===== src/rtl/usb_bridge_macros.svh =====
`ifndef USB_BRIDGE_MACROS_SVH
`define USB_BRIDGE_MACROS_SVH

// Byte lane of every stream
`define USB_DATA_W 8

// Telemetry record queue, in records
`define TELEM_DEPTH 16

// Records per telemetry packet before tlast is forced
`define TELEM_PKT_RECS 4

// Bulk-IN endpoint that is served from the telemetry queue
`define TELEM_ENDPT 2

// Flops in the reset release chain
`define RESET_STAGES 4

`endif


===== src/rtl/usb_bridge_pkg.sv =====
`include "usb_bridge_macros.svh"

package usb_bridge_pkg;

  // One stream beat
  typedef struct packed {
    logic [`USB_DATA_W-1:0] data;
    logic                   keep;
    logic                   last;
  } axis_byte_t;

  // Link status as reported by the protocol cores
  typedef struct packed {
    logic       crc_error;
    logic       timeout;
    logic [3:0] phy_state;
    logic [2:0] usb_error;
  } link_status_t;

  // Field view of a telemetry record, seq sits in the low byte
  typedef struct packed {
    logic [14:0]  rsvd;    // Always zero
    link_status_t status;
    logic [7:0]   seq;
  } telem_fields_t;

  // Same record, seen as the bytes that go out on the stream
  typedef union packed {
    telem_fields_t                   fields;
    logic [3:0][`USB_DATA_W-1:0]     octet;
  } telem_rec_u;

  // Queued record count, 0 up to a full queue
  typedef logic [$clog2(`TELEM_DEPTH+1)-1:0] telem_level_t;

endpackage


===== src/rtl/axis_skid.sv =====
`timescale 1ns/1ps

module axis_skid (
  input  logic                       clock,
  input  logic                       areset_n,
  input  logic                       core_rst_i,
  input  logic                       s_valid_i,
  output logic                       s_ready_o,
  input  usb_bridge_pkg::axis_byte_t s_data_i,
  output logic                       m_valid_o,
  input  logic                       m_ready_i,
  output usb_bridge_pkg::axis_byte_t m_data_o
);
  import usb_bridge_pkg::*;

  axis_byte_t out_q;   // Output register
  axis_byte_t skid_q;  // Catches a byte while the output stalls
  logic       out_valid_q;
  logic       skid_valid_q;
  logic       accept;
  logic       advance;

  assign accept  = s_valid_i && s_ready_o;
  assign advance = !out_valid_q || m_ready_i;  // Output register free next edge

  always_ff @(posedge clock or negedge areset_n) begin
    if (!areset_n) begin
      out_valid_q  <= 1'b0;
      skid_valid_q <= 1'b0;
    end else if (core_rst_i) begin
      out_valid_q  <= 1'b0;
      skid_valid_q <= 1'b0;
    end else if (advance) begin
      out_valid_q  <= skid_valid_q || accept;
      skid_valid_q <= 1'b0;
    end else if (accept) begin
      skid_valid_q <= 1'b1;
    end
  end

  always_ff @(posedge clock) begin
    if (advance) begin
      if (skid_valid_q) begin
        out_q <= skid_q;     // Older byte first
      end else if (accept) begin
        out_q <= s_data_i;
      end
    end else if (accept) begin
      skid_q <= s_data_i;
    end
  end

  assign s_ready_o = !skid_valid_q;  // Drops only with both entries full
  assign m_valid_o = out_valid_q;
  assign m_data_o  = out_q;

  a_hold_data: assert property (
    @(posedge clock) disable iff (!areset_n || core_rst_i)
    (m_valid_o && !m_ready_i) |=> $stable(m_data_o)
  );

endmodule


===== src/rtl/bulk_in_bridge.sv =====
`timescale 1ns/1ps

module bulk_in_bridge (
  input  logic                         clock,
  input  logic                         areset_n,
  input  logic                         usb_bus_reset_i,
  input  logic                         ulpi_dir_i,
  input  logic                         high_speed_i,
  input  logic                         encode_idle_i,
  input  logic                         decode_idle_i,
  input  usb_bridge_pkg::link_status_t status_i,
  input  logic [3:0]                   blk_endpt_i,
  input  logic                         blk_in_ready_i,
  input  logic                         s_valid_i,
  output logic                         s_ready_o,
  input  usb_bridge_pkg::axis_byte_t   s_data_i,
  output logic                         m_valid_o,
  input  logic                         m_ready_i,
  output usb_bridge_pkg::axis_byte_t   m_data_o,
  output logic                         reset_no,
  output logic                         usb_reset_o,
  output logic                         usb_idle_o,
  output logic                         blk_in_ready_o,
  output logic                         has_telemetry_o
);
  import usb_bridge_pkg::*;

  logic         core_rst;
  logic         tel_valid;
  logic         tel_ready;
  axis_byte_t   tel_data;
  telem_level_t tel_level;
  logic         mux_valid;
  logic         mux_ready;
  axis_byte_t   mux_data;

  link_reset_ctrl u_reset (
    .clock           (clock),
    .areset_n        (areset_n),
    .usb_bus_reset_i (usb_bus_reset_i),
    .ulpi_dir_i      (ulpi_dir_i),
    .high_speed_i    (high_speed_i),
    .encode_idle_i   (encode_idle_i),
    .decode_idle_i   (decode_idle_i),
    .reset_no        (reset_no),
    .core_rst_o      (core_rst),
    .idle_o          (usb_idle_o)
  );

  assign usb_reset_o = core_rst;

  telemetry_capture u_telem (
    .clock      (clock),
    .areset_n   (areset_n),
    .core_rst_i (core_rst),
    .status_i   (status_i),
    .t_valid_o  (tel_valid),
    .t_ready_i  (tel_ready),
    .t_data_o   (tel_data),
    .level_o    (tel_level)
  );

  // User bulk-IN or telemetry, picked by the served endpoint
  in_path_mux u_mux (
    .clock           (clock),
    .areset_n        (areset_n),
    .core_rst_i      (core_rst),
    .blk_endpt_i     (blk_endpt_i),
    .blk_in_ready_i  (blk_in_ready_i),
    .level_i         (tel_level),
    .s_valid_i       (s_valid_i),
    .s_ready_o       (s_ready_o),
    .s_data_i        (s_data_i),
    .t_valid_i       (tel_valid),
    .t_ready_o       (tel_ready),
    .t_data_i        (tel_data),
    .o_valid_o       (mux_valid),
    .o_ready_i       (mux_ready),
    .o_data_o        (mux_data),
    .blk_in_ready_o  (blk_in_ready_o),
    .has_telemetry_o (has_telemetry_o)
  );

  axis_skid u_skid (
    .clock      (clock),
    .areset_n   (areset_n),
    .core_rst_i (core_rst),
    .s_valid_i  (mux_valid),
    .s_ready_o  (mux_ready),
    .s_data_i   (mux_data),
    .m_valid_o  (m_valid_o),
    .m_ready_i  (m_ready_i),
    .m_data_o   (m_data_o)
  );

endmodule


===== src/rtl/in_path_mux.sv =====
`timescale 1ns/1ps
`include "usb_bridge_macros.svh"

module in_path_mux (
  input  logic                         clock,
  input  logic                         areset_n,
  input  logic                         core_rst_i,
  input  logic [3:0]                   blk_endpt_i,
  input  logic                         blk_in_ready_i,
  input  usb_bridge_pkg::telem_level_t level_i,
  input  logic                         s_valid_i,
  output logic                         s_ready_o,
  input  usb_bridge_pkg::axis_byte_t   s_data_i,
  input  logic                         t_valid_i,
  output logic                         t_ready_o,
  input  usb_bridge_pkg::axis_byte_t   t_data_i,
  output logic                         o_valid_o,
  input  logic                         o_ready_i,
  output usb_bridge_pkg::axis_byte_t   o_data_o,
  output logic                         blk_in_ready_o,
  output logic                         has_telemetry_o
);
  import usb_bridge_pkg::*;

  localparam logic [3:0]   TELE_EP  = 4'(`TELEM_ENDPT);
  localparam telem_level_t PKT_RECS = telem_level_t'(`TELEM_PKT_RECS);

  logic tele_sel_q;  // Transactor is serving the telemetry endpoint
  logic blk_rdy_q;

  always_ff @(posedge clock or negedge areset_n) begin
    if (!areset_n) begin
      tele_sel_q <= 1'b0;
      blk_rdy_q  <= 1'b0;
    end else if (core_rst_i) begin
      tele_sel_q <= 1'b0;
      blk_rdy_q  <= 1'b0;
    end else begin
      tele_sel_q <= (blk_endpt_i == TELE_EP);
      // A full packet of telemetry is ready even if the user side is not
      blk_rdy_q  <= blk_in_ready_i || (level_i >= PKT_RECS);
    end
  end

  assign o_valid_o = tele_sel_q ? t_valid_i : s_valid_i;
  assign o_data_o  = tele_sel_q ? t_data_i : s_data_i;
  assign s_ready_o = ~tele_sel_q & o_ready_i;
  assign t_ready_o = tele_sel_q & o_ready_i;

  assign blk_in_ready_o  = blk_rdy_q;
  assign has_telemetry_o = (level_i != '0);

  a_one_ready: assert property (
    @(posedge clock) disable iff (!areset_n)
    !(s_ready_o && t_ready_o)
  );

endmodule


===== src/rtl/link_reset_ctrl.sv =====
`timescale 1ns/1ps
`include "usb_bridge_macros.svh"

module link_reset_ctrl (
  input  logic clock,
  input  logic areset_n,
  input  logic usb_bus_reset_i,
  input  logic ulpi_dir_i,
  input  logic high_speed_i,
  input  logic encode_idle_i,
  input  logic decode_idle_i,
  output logic reset_no,
  output logic core_rst_o,
  output logic idle_o
);

  logic [`RESET_STAGES-1:0] rel_q;  // Release token chain
  logic [`RESET_STAGES-1:0] rel_d;
  logic                     idle_q;

  always_comb begin
    rel_d = {rel_q[`RESET_STAGES-2:0], 1'b1};
    // A bus reset pulls the final stage back, the PHY reset stays released
    rel_d[`RESET_STAGES-1] = rel_q[`RESET_STAGES-2] & ~usb_bus_reset_i;
  end

  always_ff @(posedge clock or negedge areset_n) begin
    if (!areset_n) begin
      rel_q <= '0;
    end else begin
      rel_q <= rel_d;
    end
  end

  // Link idle only when the PHY does not drive and both codecs rest
  always_ff @(posedge clock or negedge areset_n) begin
    if (!areset_n) begin
      idle_q <= 1'b0;
    end else begin
      idle_q <= ~ulpi_dir_i & high_speed_i & encode_idle_i & decode_idle_i;
    end
  end

  assign reset_no   = rel_q[1];                     // PHY out of reset first
  assign core_rst_o = ~rel_q[`RESET_STAGES-1];
  assign idle_o     = idle_q;

  // The cores must never run while the PHY is still held
  a_core_after_phy: assert property (
    @(posedge clock) disable iff (!areset_n)
    !reset_no |-> core_rst_o
  );

endmodule


===== src/rtl/telemetry_capture.sv =====
`timescale 1ns/1ps
`include "usb_bridge_macros.svh"

module telemetry_capture (
  input  logic                         clock,
  input  logic                         areset_n,
  input  logic                         core_rst_i,
  input  usb_bridge_pkg::link_status_t status_i,
  output logic                         t_valid_o,
  input  logic                         t_ready_i,
  output usb_bridge_pkg::axis_byte_t   t_data_o,
  output usb_bridge_pkg::telem_level_t level_o
);
  import usb_bridge_pkg::*;

  localparam int unsigned PTR_W = $clog2(`TELEM_DEPTH);
  localparam int unsigned PKT_W = $clog2(`TELEM_PKT_RECS);
  localparam logic [PKT_W-1:0] PKT_END = PKT_W'(`TELEM_PKT_RECS - 1);
  localparam telem_level_t FULL_LEVEL = telem_level_t'(`TELEM_DEPTH);
  localparam telem_level_t ONE_LEVEL  = telem_level_t'(1);

  telem_rec_u queue [`TELEM_DEPTH];  // Circular record store

  link_status_t      last_q;      // Last captured status
  logic [7:0]        seq_q;
  logic [PTR_W-1:0]  wr_ptr_q;
  logic [PTR_W-1:0]  rd_ptr_q;
  telem_level_t      level_q;
  logic [1:0]        byte_idx_q;  // Byte of the head record on the stream
  logic [PKT_W-1:0]  pkt_cnt_q;   // Records already sent in this packet
  logic              end_q;       // Head record closes its packet

  telem_rec_u        new_rec;
  telem_rec_u        head_rec;
  logic              change;
  logic              push;
  logic              xfer;
  logic              pop;

  assign change = (status_i != last_q);
  assign push   = change && (level_q != FULL_LEVEL) && !core_rst_i;  // Full queue drops it
  assign xfer   = t_valid_o && t_ready_i;
  assign pop    = xfer && (byte_idx_q == 2'd3);

  always_comb begin
    new_rec = '0;
    new_rec.fields.status = status_i;
    new_rec.fields.seq    = seq_q;
  end

  always_ff @(posedge clock) begin
    if (push) begin
      queue[wr_ptr_q] <= new_rec;
    end
  end

  always_ff @(posedge clock or negedge areset_n) begin
    if (!areset_n) begin
      last_q     <= '0;
      seq_q      <= '0;
      wr_ptr_q   <= '0;
      rd_ptr_q   <= '0;
      level_q    <= '0;
      byte_idx_q <= '0;
      pkt_cnt_q  <= '0;
      end_q      <= 1'b0;
    end else if (core_rst_i) begin
      last_q     <= '0;
      seq_q      <= '0;
      wr_ptr_q   <= '0;
      rd_ptr_q   <= '0;
      level_q    <= '0;
      byte_idx_q <= '0;
      pkt_cnt_q  <= '0;
      end_q      <= 1'b0;
    end else begin
      last_q <= status_i;  // Dropped changes still count as seen
      if (push) begin
        wr_ptr_q <= wr_ptr_q + 1'b1;
        seq_q    <= seq_q + 8'd1;
      end

      if (xfer) begin
        byte_idx_q <= byte_idx_q + 2'd1;
        // Decide tlast before the final byte shows, so it holds while stalled
        if (byte_idx_q == 2'd2) begin
          end_q <= (pkt_cnt_q == PKT_END) || ((level_q == ONE_LEVEL) && !push);
        end
      end

      if (pop) begin
        rd_ptr_q  <= rd_ptr_q + 1'b1;
        pkt_cnt_q <= end_q ? '0 : pkt_cnt_q + 1'b1;
      end

      case ({push, pop})
        2'b10:   level_q <= level_q + ONE_LEVEL;
        2'b01:   level_q <= level_q - ONE_LEVEL;
        default: level_q <= level_q;
      endcase
    end
  end

  assign head_rec = queue[rd_ptr_q];

  always_comb begin
    t_valid_o     = (level_q != '0);
    t_data_o.data = head_rec.octet[byte_idx_q];  // seq goes out first
    t_data_o.keep = 1'b1;
    t_data_o.last = end_q && (byte_idx_q == 2'd3);
  end

  assign level_o = level_q;

  a_level_bound: assert property (
    @(posedge clock) disable iff (!areset_n)
    level_o <= FULL_LEVEL
  );

endmodule


===== config.mk =====
export PLATFORM = sky130hd
export DESIGN_NAME = bulk_in_bridge
export DESIGN_NICKNAME = d
export VERILOG_FILES = /design/src/rtl/usb_bridge_pkg.sv /design/src/rtl/axis_skid.sv /design/src/rtl/bulk_in_bridge.sv /design/src/rtl/in_path_mux.sv /design/src/rtl/link_reset_ctrl.sv /design/src/rtl/telemetry_capture.sv
export VERILOG_INCLUDE_DIRS = /design/src /design/src/rtl
export SDC_FILE = /design/constraint.sdc
export NUM_CORES = 1
export LEC_CHECK = 0
export BUFFER_PORTS_ARGS = -buffer_cell sky130_fd_sc_hd__buf_2
export CORE_UTILIZATION = 40
export DETAILED_ROUTE_END_ITERATION = 8
export GPL_ROUTABILITY_DRIVEN = 0
export PLACE_DENSITY = 0.53
export SYNTH_ARGS = -nofsm -noshare
export SYNTH_HDL_FRONTEND = slang
export SYNTH_SLANG_ARGS = --single-unit

===== constraint.sdc =====
create_clock -name clock -period 10 [get_ports clock]
set_clock_uncertainty 0.1 [all_clocks]
set_input_delay 1.5 -clock clock [delete_from_list [all_inputs] [get_ports clock]]
set_output_delay 1.5 -clock clock [all_outputs]
set_load 0.01 [all_outputs]

==> flow_summary.rst, run 1 <==
.. list-table::
   :header-rows: 1

   * - Metric
     - Value
   * - Clock transition at the registers of the reported paths
     - 0.06 ns
   * - Leading cell types by count after synthesis
     - 292 x sky130_fd_sc_hd__edfxtp_1, 68 x sky130_fd_sc_hd__mux4_2, 44 x sky130_fd_sc_hd__dfrtp_1
   * - Met3 routing resource usage after global routing
     - 0.02934
   * - Router iterations before antenna repair
     - 4
   * - Fraction of met2 tracks used by global routing
     - 0.2945
   * - Worst setup slack after layout
     - 6.302 ns
   * - Cell row count
     - 67
   * - Nature of the critical path endpoint
     - flip-flop
   * - Predominant post-synthesis flop cell
     - sky130_fd_sc_hd__edfxtp_1
   * - Number of enable-type register cells in the synthesized netlist
     - 292
   * - Standard cell core area
     - 0.03353 mm^2
   * - Synth area leader
     - sky130_fd_sc_hd__edfxtp_1
   * - Wire length per cell after detailed routing
     - 24.06 um
   * - Total die area
     - 0.03477 mm^2
   * - Half-perimeter wire length after detailed placement
     - 19.03 mm
   * - Relative max-transition margin
     - 0.2409
   * - Initial Util
     - 0.4060
   * - Top-count cell post-synth
     - sky130_fd_sc_hd__edfxtp_1
   * - Sequential fraction of the synthesis area
     - 0.7250
   * - GRT Max-Usage Layer
     - met2
   * - Post-placement setup slack
     - 5.722 ns
   * - Cell leakage power
     - 5.041 nW
   * - Pin count of the biggest net entering global routing
     - 53
   * - Final Net Count
     - 843
   * - Top fanout value on the critical path
     - 34
   * - Number of ports placed on the die boundary
     - 50
   * - Power density normalized to cell area
     - 187.9 mW/mm^2
   * - Via density
     - 5.404
   * - F_max
     - 270.4 MHz
   * - Crit Path Class
     - input pin to flip-flop
   * - Fraction of synthesized cell area taken by the top area cell type
     - 0.6441
   * - Final Cycle Share
     - 0.3698
   * - Area post-placement
     - 0.01434 mm^2
   * - Hold buffers post-CTS
     - 0
   * - Post-synthesis register bit count
     - 336
   * - Detailed-route via count
     - 6879
   * - Vias in the first global route
     - 7228
   * - Horiz. Die Dim
     - 186.5 um
   * - Clk root buf
     - sky130_fd_sc_hd__clkbuf_16
   * - Number of standard cells after synthesis
     - 735
   * - Net Count, Synth
     - 781
   * - Number of port buffers
     - 49
   * - Number of buffers inserted during clock tree synthesis
     - 37
   * - MaxCap Viol Count
     - 0
   * - Post-CTS Repair Setup Buffers
     - 0
   * - Synthesis-to-finish area growth
     - 14.02%
   * - Setup slack of the most critical reg-to-reg path
     - 6.40 ns
   * - Number of warnings reported in the yosys synthesis log
     - 0
   * - Fin Setup TNS
     - 0 ns
   * - Die extent in y
     - 186.5 um
   * - Mean cell area of the mapped netlist
     - 18.52 um^2
   * - Worst skew pair latency
     - 0.52 ns
   * - Overall overflow remaining after global route
     - 0
   * - Sinks on Clock Net
     - 336
   * - # setup viols final
     - 0
   * - GRT Total Usage
     - 0.1812
   * - Final Max Slew Viols
     - 0
   * - First-pass GRT wire length
     - 46.60 mm
   * - Final Hold Fails
     - 0
   * - RSZ-0062 raised after global routing
     - no
   * - Antenna Violating Nets Remaining
     - 0
   * - Cell area after technology mapping
     - 0.01361 mm^2
   * - Least-Margin Pin Slew
     - 1.139 ns
   * - Result of the run
     - finished, final reports clean
   * - DRC violations left
     - 0
   * - GR met1 Demand/Resource
     - 0.2586
   * - CTS resizes
     - 0
   * - Max Root-Sink Buffers
     - 3
   * - Wire length reported by the detailed router
     - 30.63 mm
   * - Number of levels in the clock H-tree
     - 2
   * - CP Data Required Time
     - 10.03 ns
   * - Class of the most critical hold timing path
     - flip-flop to flip-flop
   * - Tmin final
     - 3.698 ns
   * - Fraction of layout instances using a drive strength above 1
     - 0.2357
   * - DRC marker count from the first detailed-route iteration
     - 514
   * - Final-layout fill cell count
     - 2898
   * - Data arrival time of the critical path
     - 3.73 ns
   * - Setup crit start kind
     - input pin
   * - CTS tree
     - done
   * - Area contributors post-synth
     - sky130_fd_sc_hd__edfxtp_1 64%, sky130_fd_sc_hd__mux4_2 11%, sky130_fd_sc_hd__dfrtp_1 8.1%
   * - Antenna violations before repair
     - 2
   * - Max IR drop VDD
     - 0.0001379 V
   * - Post-synth cell types
     - 49
   * - Synth async-reset ratio
     - 0.1310
   * - Cell area after layout
     - 0.01552 mm^2
## per-stage QoR
stage          hold WS, ns  cells    util  total power [mW]
6_report            0.2662   1273  0.4629             2.917
5_1_grt             0.2865   1271  0.4627             3.010
2_1_floorplan       0.2312    735       -             1.593
4_1_cts             0.2726   1271  0.4627             2.948
3_3_place_gp        0.2456   1206  0.4277             1.629
3_5_place_dp        0.2503   1206  0.4277             1.631
## cell type report
cell class	count	area, um^2	share of cell area
Antenna cell	2	5.005	0.0003225
Clock buffer	49	1044	0.06723
Clock inverter	16	130.1	0.008384
Inverter	23	86.33	0.005562
Multi-Input combinational cell	338	3485	0.2245
Sequential cell	336	9876	0.6363
Tap cell	448	560.5	0.03611
Timing Repair Buffer	61	335.3	0.02160
## worst paths after layout
check | startpoint | end | cells past startpoint
setup reg to reg | u_telem.rd_ptr_q[0] | u_skid.skid_q[7] | 5
min in group asynchronous | areset_n | u_skid.skid_valid_q | 2
max in group asynchronous | areset_n | u_telem.rd_ptr_q[0] | 2
hold reg to reg | u_reset.rel_q[0] | u_reset.rel_q[1] | 0
setup / recovery | status_i[3] | u_telem.queue[15][3] | 7
hold / removal | u_reset.rel_q[0] | u_reset.rel_q[1] | 0
## flip-flops by register name, indices dropped and copies added (netlist names)
name and cells:
u_telem.queue 272, u_skid.m_data_o 10, u_skid.skid_q 10, u_telem.last_q 9, u_telem.seq_q 8, u_telem.level_o 5, u_reset.rel_q 4, u_telem.rd_ptr_q 4
u_telem.wr_ptr_q 4, u_telem.byte_idx_q 2, u_telem.pkt_cnt_q 2, u_mux.blk_in_ready_o 1, u_mux.tele_sel_q 1, u_reset.idle_o 1, u_skid.m_valid_o 1, u_skid.skid_valid_q 1
u_telem.end_q 1
## worst max-delay path, cell delays in order
cell and delay, ns:
sky130_fd_sc_hd__buf_2 0.31, sky130_fd_sc_hd__xnor2_1 0.12, sky130_fd_sc_hd__nand4_1 0.16, sky130_fd_sc_hd__o31ai_4 0.06, sky130_fd_sc_hd__buf_4 0.26, sky130_fd_sc_hd__or3_1 0.46
sky130_fd_sc_hd__nor2_2 0.82
## cells in the final DEF, fill, tap and decap left out, drive strengths merged, types with 2 or more instances in the layout
cell	synthesis	layout
clkinv	1	14
dfrtp	44	44
mux4	72	72
clkbuf	14	49
bufinv	0	2
o2111ai	5	5
nand2b	5	5
diode	0	2
xor2	3	3
edfxtp	292	292
nand3	14	14
o21ai	13	13
o21a	2	2
or4	5	5
or2	3	3
nand4	6	6
or3	5	5
nor4	3	3
a21oi	23	23
a22oi	2	2
mux2i	33	33
xnor2	14	14
buf	24	61
nor3b	3	3
o31ai	5	5
nand3b	4	4
mux2	2	2
ha	13	13
nand2	21	21
nor2	23	23
nor3	9	9
a311oi	3	3
a2bb2oi	7	7
and2	22	22
nor2b	6	6
inv	22	23
o211ai	2	2
a31oi	2	2
## kinds of logic after synthesis
logic type	share of synthesized area
buffers and inverters	0.02132
adder cells (fa/ha/maj)	0.01195
AO/OA/AOI/OAI	0.03235
multiplexers	0.1461
other	0.0002755
XOR/XNOR	0.01094
AND/OR/NAND/NOR	0.05202
flip-flops	0.7250
## per-layer routing
layer | routed length (um) | share of wire
met5 | 0 | 0
met3 | 1715 | 0.056
met1 | 13550 | 0.44
met2 | 14930 | 0.49
met4 | 433 | 0.014
## report_power, final
part	switching [mW]	total [mW]	internal, mW
combinational	0.0408	0.0632	0.0224
clock	0.532	1.32	0.784
sequential	0.00678	1.54	1.53
total	0.579	2.92	2.34
No activity file was read; power rests on OpenSTA's default activity.
==> run 2: changes to the inputs <==
--- a/config.mk
+++ b/config.mk
@@ -6,6 +6,7 @@
 export SDC_FILE = /design/constraint.sdc
 export NUM_CORES = 1
 export LEC_CHECK = 0
+export ABC_AREA = 1
 export BUFFER_PORTS_ARGS = -buffer_cell sky130_fd_sc_hd__buf_2
 export CORE_UTILIZATION = 40
 export DETAILED_ROUTE_END_ITERATION = 8
==> constraint.sdc (replaced) <==
create_clock -name clock -period 3.9 [get_ports clock]
set_clock_uncertainty 0.1 [all_clocks]
set_input_delay 0.585 -clock clock [delete_from_list [all_inputs] [get_ports clock]]
set_output_delay 0.585 -clock clock [all_outputs]
set_load 0.01 [all_outputs]
==> run 2 against run 1 <==
Sequential cell count unchanged. First-iteration DRC count up 49%. Non-clock buffer count up 25. Global-route usage up 1.6 points. Die area up 4.3%. Final area up 4.0%. Core utilization up 0.22 points. Cell count up 43%. Synthesized area up 4.3%. Largest cell class unchanged.
==> flow_summary.rst, run 2 <==
.. list-table::
   :header-rows: 1

   * - Metric
     - Value
   * - Final Net Count
     - 1385 (+64%)
   * - RSZ-0062 raised after global routing
     - no
   * - DRC violations left
     - 0 (unchanged)
   * - Clk root buf
     - sky130_fd_sc_hd__clkbuf_16
   * - Number of buffers inserted during clock tree synthesis
     - 36 (-2.7%)
   * - Die extent in y
     - 190.4 um (+2.1%)
   * - Setup crit start kind
     - flip-flop
   * - Most frequent cells in the layout
     - 430 x sky130_fd_sc_hd__nand2_1, 292 x sky130_fd_sc_hd__edfxtp_1, 244 x sky130_fd_sc_hd__nand3_1
   * - Terminus of the critical flop-to-flop path
     - u_skid.m_data_o[5]
   * - Overall overflow remaining after global route
     - 0 (unchanged)
   * - Initial Util
     - 0.4091 (+0.003163)
   * - Worst setup path endpoint
     - usb_reset_o
   * - Relative max-transition margin
     - 0.3053 (+0.06445)
   * - Net Count, Synth
     - 1326 (+70%)
   * - Sinks on Clock Net
     - 336 (unchanged)
   * - Antenna violations before repair
     - 0 (-2)
   * - Number of levels in the clock H-tree
     - 2 (unchanged)
   * - Fin Setup TNS
     - 0 ns (unchanged)
   * - Final-layout fill cell count
     - 3230 (+11%)
   * - Wire length reported by the detailed router
     - 34.59 mm (+13%)
   * - Antenna Violating Nets Remaining
     - 0 (unchanged)
   * - Result of the run
     - finished, final reports clean
   * - Top fanout value on the critical path
     - 14 (-59%)
   * - Number of warnings reported in the yosys synthesis log
     - 0 (unchanged)
   * - Synthesis-to-finish area growth
     - 13.66%
   * - Synth async-reset ratio
     - 0.1310 (unchanged)
   * - Cell area after layout
     - 0.01614 mm^2 (+4.0%)
   * - Reg area
     - 0.009874 mm^2 (about the same)
   * - Number of ports placed on the die boundary
     - 50 (unchanged)
   * - Post-CTS Repair Setup Buffers
     - 0 (unchanged)
   * - Top-count cell post-synth
     - sky130_fd_sc_hd__nand2_1
   * - Pin count of the biggest net entering global routing
     - 139 (+160%)
   * - Number of port buffers
     - 49 (unchanged)
   * - Predominant post-synthesis flop cell
     - sky130_fd_sc_hd__edfxtp_1
   * - Clock transition at the registers of the reported paths
     - 0.05 ns (about the same)
   * - MaxCap Viol Count
     - 0 (unchanged)
   * - Worst skew pair latency
     - 0.52 ns (about the same)
   * - Setup slack of the most critical reg-to-reg path
     - 1.36 ns (-5.04 ns)
   * - Detailed-route via count
     - 9228 (+34%)
   * - Count of inserted antenna diode cells
     - 0 (-2)
   * - Flip-flop count of the largest register after layout
     - 272 (unchanged)
   * - Router iterations before antenna repair
     - 5 (+1)
   * - Fraction of synthesized cell area taken by the top area cell type
     - 0.6174 (-0.02673)
   * - Wire length per cell after detailed routing
     - 19.01 um (-21%)
   * - Number of standard cells after synthesis
     - 1280 (+74%)
   * - Cell area after technology mapping
     - 0.01420 mm^2 (+4.3%)
   * - Sequential fraction of the synthesis area
     - 0.6949 (-0.03008)
   * - Post-synthesis register bit count
     - 336 (unchanged)
   * - Most flop-heavy register
     - u_telem.queue
   * - First-pass GRT wire length
     - 54.05 mm (+16%)
   * - Class of the most critical hold timing path
     - input pin to flip-flop
   * - DRC marker count from the first detailed-route iteration
     - 764 (+49%)
   * - Area contributors post-synth
     - sky130_fd_sc_hd__edfxtp_1 62%, sky130_fd_sc_hd__nand2_1 11%, sky130_fd_sc_hd__nand3_1 8.6%
   * - Final Max Slew Viols
     - 0 (unchanged)
   * - Number of enable-type register cells in the synthesized netlist
     - 292 (unchanged)
   * - Nature of the critical path endpoint
     - output pin
   * - # setup viols final
     - 0 (unchanged)
   * - Synth area leader
     - sky130_fd_sc_hd__edfxtp_1
   * - Final Cycle Share
     - 0.6678
   * - Horiz. Die Dim
     - 190.4 um (+2.1%)
   * - Least-Margin Pin Slew
     - 1.038 ns (-0.1005 ns)
   * - Fraction of layout instances using a drive strength above 1
     - 0.1194 (-0.1163)
   * - Hold Path Stages
     - 2 (+2)
   * - GRT Total Usage
     - 0.1974 (+0.01613)
   * - Hold buffers post-CTS
     - 0 (unchanged)
   * - Power density normalized to cell area
     - 450.2 mW/mm^2 (+140%)
   * - Data arrival time of the critical path
     - 1.92 ns (-1.81 ns)
   * - Max IR drop VDD
     - 0.0003572 V (+160%)
   * - Leading cell type in the layout, fill and taps excluded
     - sky130_fd_sc_hd__nand2_1
   * - Final Hold Fails
     - 0 (unchanged)
   * - Leading cell types by count after synthesis
     - 430 x sky130_fd_sc_hd__nand2_1, 292 x sky130_fd_sc_hd__edfxtp_1, 244 x sky130_fd_sc_hd__nand3_1
   * - Cell row count
     - 68 (+1.5%)
   * - Area taken by multi-input logic gates
     - 0.003804 mm^2 (+9.2%)
   * - Area post-placement
     - 0.01508 mm^2 (+5.1%)
   * - Max Root-Sink Buffers
     - 3 (unchanged)
   * - Tmin final
     - 2.604 ns
   * - F_max
     - 384.0 MHz
   * - Vias in the first global route
     - 9048 (+25%)
   * - Worst reg2reg startpoint
     - u_telem.rd_ptr_q[0]
   * - Standard cell core area
     - 0.03471 mm^2 (+3.5%)
   * - CTS tree
     - done
   * - CTS resizes
     - 0 (unchanged)
   * - Half-perimeter wire length after detailed placement
     - 20.91 mm (+9.9%)
   * - Setup crit start
     - u_reset.rel_q[3]
   * - Total die area
     - 0.03626 mm^2 (+4.3%)
   * - Mean cell area of the mapped netlist
     - 11.10 um^2 (-40%)
   * - Via density
     - 5.070 (-6.2%)
   * - CP Data Required Time
     - 3.21 ns (-6.82 ns)
   * - Post-synth cell types
     - 37 (-24%)
   * - Cell leakage power
     - 6.255 nW (+24%)
   * - Crit Path Class
     - flip-flop to output pin
   * - Cell count of the worst reg-to-reg path
     - 10 (+5)
## run 2: cell count changes after synthesis, moves of 9 or more
cell,previous run,this run
sky130_fd_sc_hd__and2_1,22,0
sky130_fd_sc_hd__inv_1,22,58
sky130_fd_sc_hd__nor3_1,9,18
sky130_fd_sc_hd__nand2_1,21,430
sky130_fd_sc_hd__nor2_1,23,32
sky130_fd_sc_hd__nand3_1,14,244
sky130_fd_sc_hd__a21oi_1,23,11
sky130_fd_sc_hd__mux2i_1,33,0
sky130_fd_sc_hd__o21ai_0,6,16
sky130_fd_sc_hd__buf_2,16,27
sky130_fd_sc_hd__buf_4,3,16
sky130_fd_sc_hd__mux4_2,68,0
## run 2: kinds of logic after synthesis
group | count (synthesis) | synth area share
compound gates | 43 | 0.01691
xor+xnor | 14 | 0.008634
fa+ha+maj | 13 | 0.01145
buf+inv | 132 | 0.04220
flops | 336 | 0.6949
other cells | 1 | 0.0002640
simple gates | 741 | 0.2256
## run 2: cell type report
| type | count | share of cell area |
|---|---|---|
| clock inverters | 10 | 0.003410 |
| repair buffers | 86 | 0.03550 |
| flip-flops and latches | 336 | 0.6117 |
| well taps | 455 | 0.03527 |
| multi-input cells | 812 | 0.2356 |
| inverters | 67 | 0.01589 |
| clock buffers | 54 | 0.06263 |
## run 2: power breakdown
| group | leakage (nW) | switching (mW) | total [mW] | internal, mW |
|---|---|---|---|---|
| combinational | 2.50 | 0.132 | 0.194 | 0.0619 |
| sequential | 3.23 | 0.0207 | 3.95 | 3.93 |
| clock | 0.518 | 1.33 | 3.13 | 1.79 |
| total | 6.25 | 1.48 | 7.27 | 5.78 |
## run 2: layer usage
metal	vias up	GRT usage	wire length (um)
met4	0	0.04738	629
met1	4483	0.2789	15890
met2	198	0.3200	16470
met3	41	0.02926	1603
met5	-	0	0
li1	4506	-	-
## run 2: through the flow
step / hold WS (ns) / worst slack, ns / util / power, mW / instances
after CTS: 0.1099 / 1.234 / 0.4650 / 7.339 / 1820
after floorplan: 0.1894 / 0.9543 / - / 4.114 / 1280
after detailed placement: 0.2396 / 0.9051 / 0.4343 / 4.221 / 1756
after global routing: 0.1188 / 1.191 / 0.4650 / 7.499 / 1820
after global placement: 0.2435 / 0.9559 / 0.4343 / 4.218 / 1756
final: 0.1246 / 1.296 / 0.4650 / 7.268 / 1820
## run 2: critical path, cell delays in order (launching register included)
cell and delay (ns):
sky130_fd_sc_hd__dfrtp_1 0.56, sky130_fd_sc_hd__inv_1 0.60, sky130_fd_sc_hd__buf_2 0.25
## run 2: worst min path at each step
stage                     slack [ns]             start                    to
after floorplan                 0.19          areset_n  u_mux.blk_in_ready_o
after global placement          0.24  u_reset.rel_q[0]      u_reset.rel_q[1]
after detailed placement        0.24  u_reset.rel_q[0]      u_reset.rel_q[1]
after CTS                       0.11   usb_bus_reset_i      u_reset.rel_q[3]
after global routing            0.12   usb_bus_reset_i      u_reset.rel_q[3]
final                           0.12   usb_bus_reset_i      u_reset.rel_q[3]
==> run 3: changes to the inputs <==
--- a/config.mk
+++ b/config.mk
@@ -6,7 +6,7 @@
 export SDC_FILE = /design/constraint.sdc
 export NUM_CORES = 1
 export LEC_CHECK = 0
-export ABC_AREA = 1
+export ABC_AREA = 0
 export BUFFER_PORTS_ARGS = -buffer_cell sky130_fd_sc_hd__buf_2
 export CORE_UTILIZATION = 40
 export DETAILED_ROUTE_END_ITERATION = 8
==> constraint.sdc (replaced) <==
create_clock -name clock -period 2.65 [get_ports clock]
set_clock_uncertainty 0.1 [all_clocks]
set_input_delay 0.3975 -clock clock [delete_from_list [all_inputs] [get_ports clock]]
set_output_delay 0.3975 -clock clock [all_outputs]
set_load 0.01 [all_outputs]
==> run 3 against run 2 <==
Combinational power increased by 43%. Cell count decreased by 27%. Routed wire length decreased by 7.5%. Final area increased by 0.78%. Via count decreased by 23%. Register-to-register slack got worse by 1.2 ns. Critical path type is now flip-flop to flip-flop. Largest power group unchanged.
==> flow_summary.rst, run 3 (synthesized netlist as in run 1, its figures left out) <==
.. list-table::
   :header-rows: 1

   * - Metric
     - Value
   * - Switching power share of the total
     - 0.1972 (-0.007087)
   * - Cell row count
     - 67 (-1.5%)
   * - Area taken by multi-input logic gates
     - 0.003510 mm^2 (-7.7%)
   * - RSZ-0062 raised after global routing
     - no
   * - CTS tree
     - done
   * - Non-filler instance count after layout
     - 1331 (-27%)
   * - MaxCap Viol Count
     - 0 (unchanged)
   * - Worst setup slack after layout
     - 0.1222 ns (-1.173 ns)
   * - Nature of the critical path endpoint
     - flip-flop
   * - Final hold slack
     - 0.03800 ns (-0.08655 ns)
   * - GRT Total Usage
     - 0.1874 (-0.009950)
   * - Initial Util
     - 0.4060 (-0.003163)
   * - Combinational fraction of design power
     - 0.025 (-0.002)
   * - DRC violations left
     - 0 (unchanged)
   * - Cell leakage power
     - 5.460 nW (-13%)
   * - F_max
     - 395.6 MHz
   * - Cell total after placement
     - 1258 (-28%)
   * - Final Net Count
     - 900 (-35%)
   * - Reg area
     - 0.009876 mm^2 (about the same)
   * - Result of the run
     - finished, final reports clean
   * - Router iterations before antenna repair
     - 5 (unchanged)
   * - Power spent charging and discharging nets
     - 2.209 mW (+49%)
   * - Vias in the first global route
     - 7394 (-18%)
   * - Leading cell type in the layout, fill and taps excluded
     - sky130_fd_sc_hd__edfxtp_1
   * - Clock transition at the registers of the reported paths
     - 0.06 ns (about the same)
   * - Total die area
     - 0.03477 mm^2 (-4.1%)
   * - Count of inserted antenna diode cells
     - 0 (unchanged)
   * - Internal cell power
     - 8.994 mW (+56%)
   * - Flip-flop count of the largest register after layout
     - 272 (unchanged)
   * - Number of levels in the clock H-tree
     - 2 (unchanged)
   * - Pin count of the biggest net entering global routing
     - 50 (-64%)
   * - Power density normalized to cell area
     - 688.6 mW/mm^2 (+53%)
   * - Horiz. Die Dim
     - 186.5 um (-2.1%)
   * - Antenna violations before repair
     - 0 (unchanged)
   * - Fin Setup TNS
     - 0 ns (unchanged)
   * - Share of power burned in the clock network
     - 0.458 (+0.028)
   * - Number of buffers inserted during clock tree synthesis
     - 37 (+2.8%)
   * - Final-layout fill cell count
     - 2823 (-13%)
   * - Synthesis-to-finish area growth
     - 19.51%
   * - First-pass GRT wire length
     - 47.86 mm (-11%)
   * - Top fanout value on the critical path
     - 9 (-5)
   * - Sinks on Clock Net
     - 336 (unchanged)
   * - Max Root-Sink Buffers
     - 3 (unchanged)
   * - Wire length per cell after detailed routing
     - 24.03 um (+26%)
   * - Relative contribution of sequential cells to total power
     - 0.517 (-0.026)
   * - Setup crit start kind
     - flip-flop
   * - Number of port buffers
     - 49 (unchanged)
   * - Data arrival time of the critical path
     - 2.68 ns (+0.76 ns)
   * - Final Cycle Share
     - 0.9539
   * - Post-placement setup slack
     - 0.006829 ns (-0.8983 ns)
   * - Most flop-heavy register
     - u_telem.queue
   * - Class of the most critical hold timing path
     - input pin to flip-flop
   * - Crit Path Class
     - flip-flop to flip-flop
   * - Number of ports placed on the die boundary
     - 50 (unchanged)
   * - Half-perimeter wire length after detailed placement
     - 19.67 mm (-5.9%)
   * - Power consumption
     - 11.20 mW (+54%)
   * - Max IR drop VDD
     - 0.0004242 V (+19%)
   * - Least-Margin Pin Slew
     - 0.7085 ns (-0.3297 ns)
   * - Area post-placement
     - 0.01498 mm^2 (-0.66%)
   * - Wire length reported by the detailed router
     - 31.99 mm (-7.5%)
   * - Fin util
     - 0.4852 (+0.02015)
   * - Via density
     - 5.360 (+5.7%)
   * - Standard cell core area
     - 0.03353 mm^2 (-3.4%)
   * - Antenna Violating Nets Remaining
     - 0 (unchanged)
   * - Detailed-route via count
     - 7134 (-23%)
   * - Fraction of layout instances using a drive strength above 1
     - 0.2854 (+0.1660)
   * - Most frequent cells in the layout
     - 292 x sky130_fd_sc_hd__edfxtp_1, 68 x sky130_fd_sc_hd__mux4_2, 49 x sky130_fd_sc_hd__buf_2
   * - Final Max Slew Viols
     - 0 (unchanged)
   * - CP Data Required Time
     - 2.80 ns (-0.41 ns)
   * - Clk root buf
     - sky130_fd_sc_hd__clkbuf_16
   * - Cell area after layout
     - 0.01627 mm^2 (+0.78%)
   * - Die extent in y
     - 186.5 um (-2.1%)
   * - Tmin final
     - 2.528 ns
   * - Final Hold Fails
     - 0 (unchanged)
   * - Relative max-transition margin
     - 0.5277 (+0.2224)
   * - # setup viols final
     - 0 (unchanged)
   * - DRC marker count from the first detailed-route iteration
     - 494 (-35%)
   * - Worst skew pair latency
     - 0.52 ns (about the same)
   * - Overall overflow remaining after global route
     - 0 (unchanged)
-- run 3: final timing paths --
kind	depth (start not counted)	slack, ns	start	endpoint
min in group asynchronous	3	0.41	areset_n	u_telem.last_q[0]
worst min register to register	0	0.25	u_reset.rel_q[0]	u_reset.rel_q[1]
max in group asynchronous	3	1.51	areset_n	u_telem.rd_ptr_q[0]
worst min-delay path	3	0.04	blk_in_ready_i	u_mux.blk_in_ready_o
worst max register to register	5	0.12	u_telem.rd_ptr_q[0]	u_skid.skid_q[3]
worst max-delay path	5	0.12	u_telem.rd_ptr_q[0]	u_skid.skid_q[3]
-- run 3: per-layer routing --
layer | wire length [um] | GRT usage | vias up
li1 | - | - | 3174
met4 | 580 | 0.04792 | 0
met2 | 15870 | 0.3111 | 174
met1 | 14220 | 0.2612 | 3745
met3 | 1310 | 0.02614 | 41
met5 | 0 | 0 | -
-- run 3: power groups by stage --
| stage | logic [mW] | clock network [mW] | registers, mW |
|---|---|---|---|
| final | 0.277 | 5.13 | 5.79 |
| after global routing | 0.306 | 5.44 | 5.80 |
| after CTS | 0.284 | 5.25 | 5.79 |
| after detailed placement | 0.279 | 0 | 5.90 |
| after global placement | 0.272 | 0 | 5.90 |
| after floorplan | 0.103 | 0 | 5.91 |
-- run 3: layout make-up --
class / instances / area share
Sequential cell: 336 / 0.6070
Multi-Input combinational cell: 338 / 0.2157
Clock buffer: 47 / 0.06245
Timing Repair Buffer: 118 / 0.06214
Tap cell: 448 / 0.03445
Clock inverter: 21 / 0.01292
Inverter: 23 / 0.005306
-- run 3: timing repair --
item / CTS / global route
buffers inserted: 0 / 1
hold endpoints to repair: 46 / 0
setup endpoints to repair: 0 / 8
gates resized for setup: 0 / 3
hold buffers: 4 / 0
-- run 3: worst max-delay path: stages (launching register included) --
cell and delay [ns]:
sky130_fd_sc_hd__dfrtp_4 0.52, sky130_fd_sc_hd__buf_4 0.21, sky130_fd_sc_hd__mux4_1 0.55, sky130_fd_sc_hd__mux4_2 0.48, sky130_fd_sc_hd__o2111ai_2 0.27, sky130_fd_sc_hd__o21ai_1 0.13
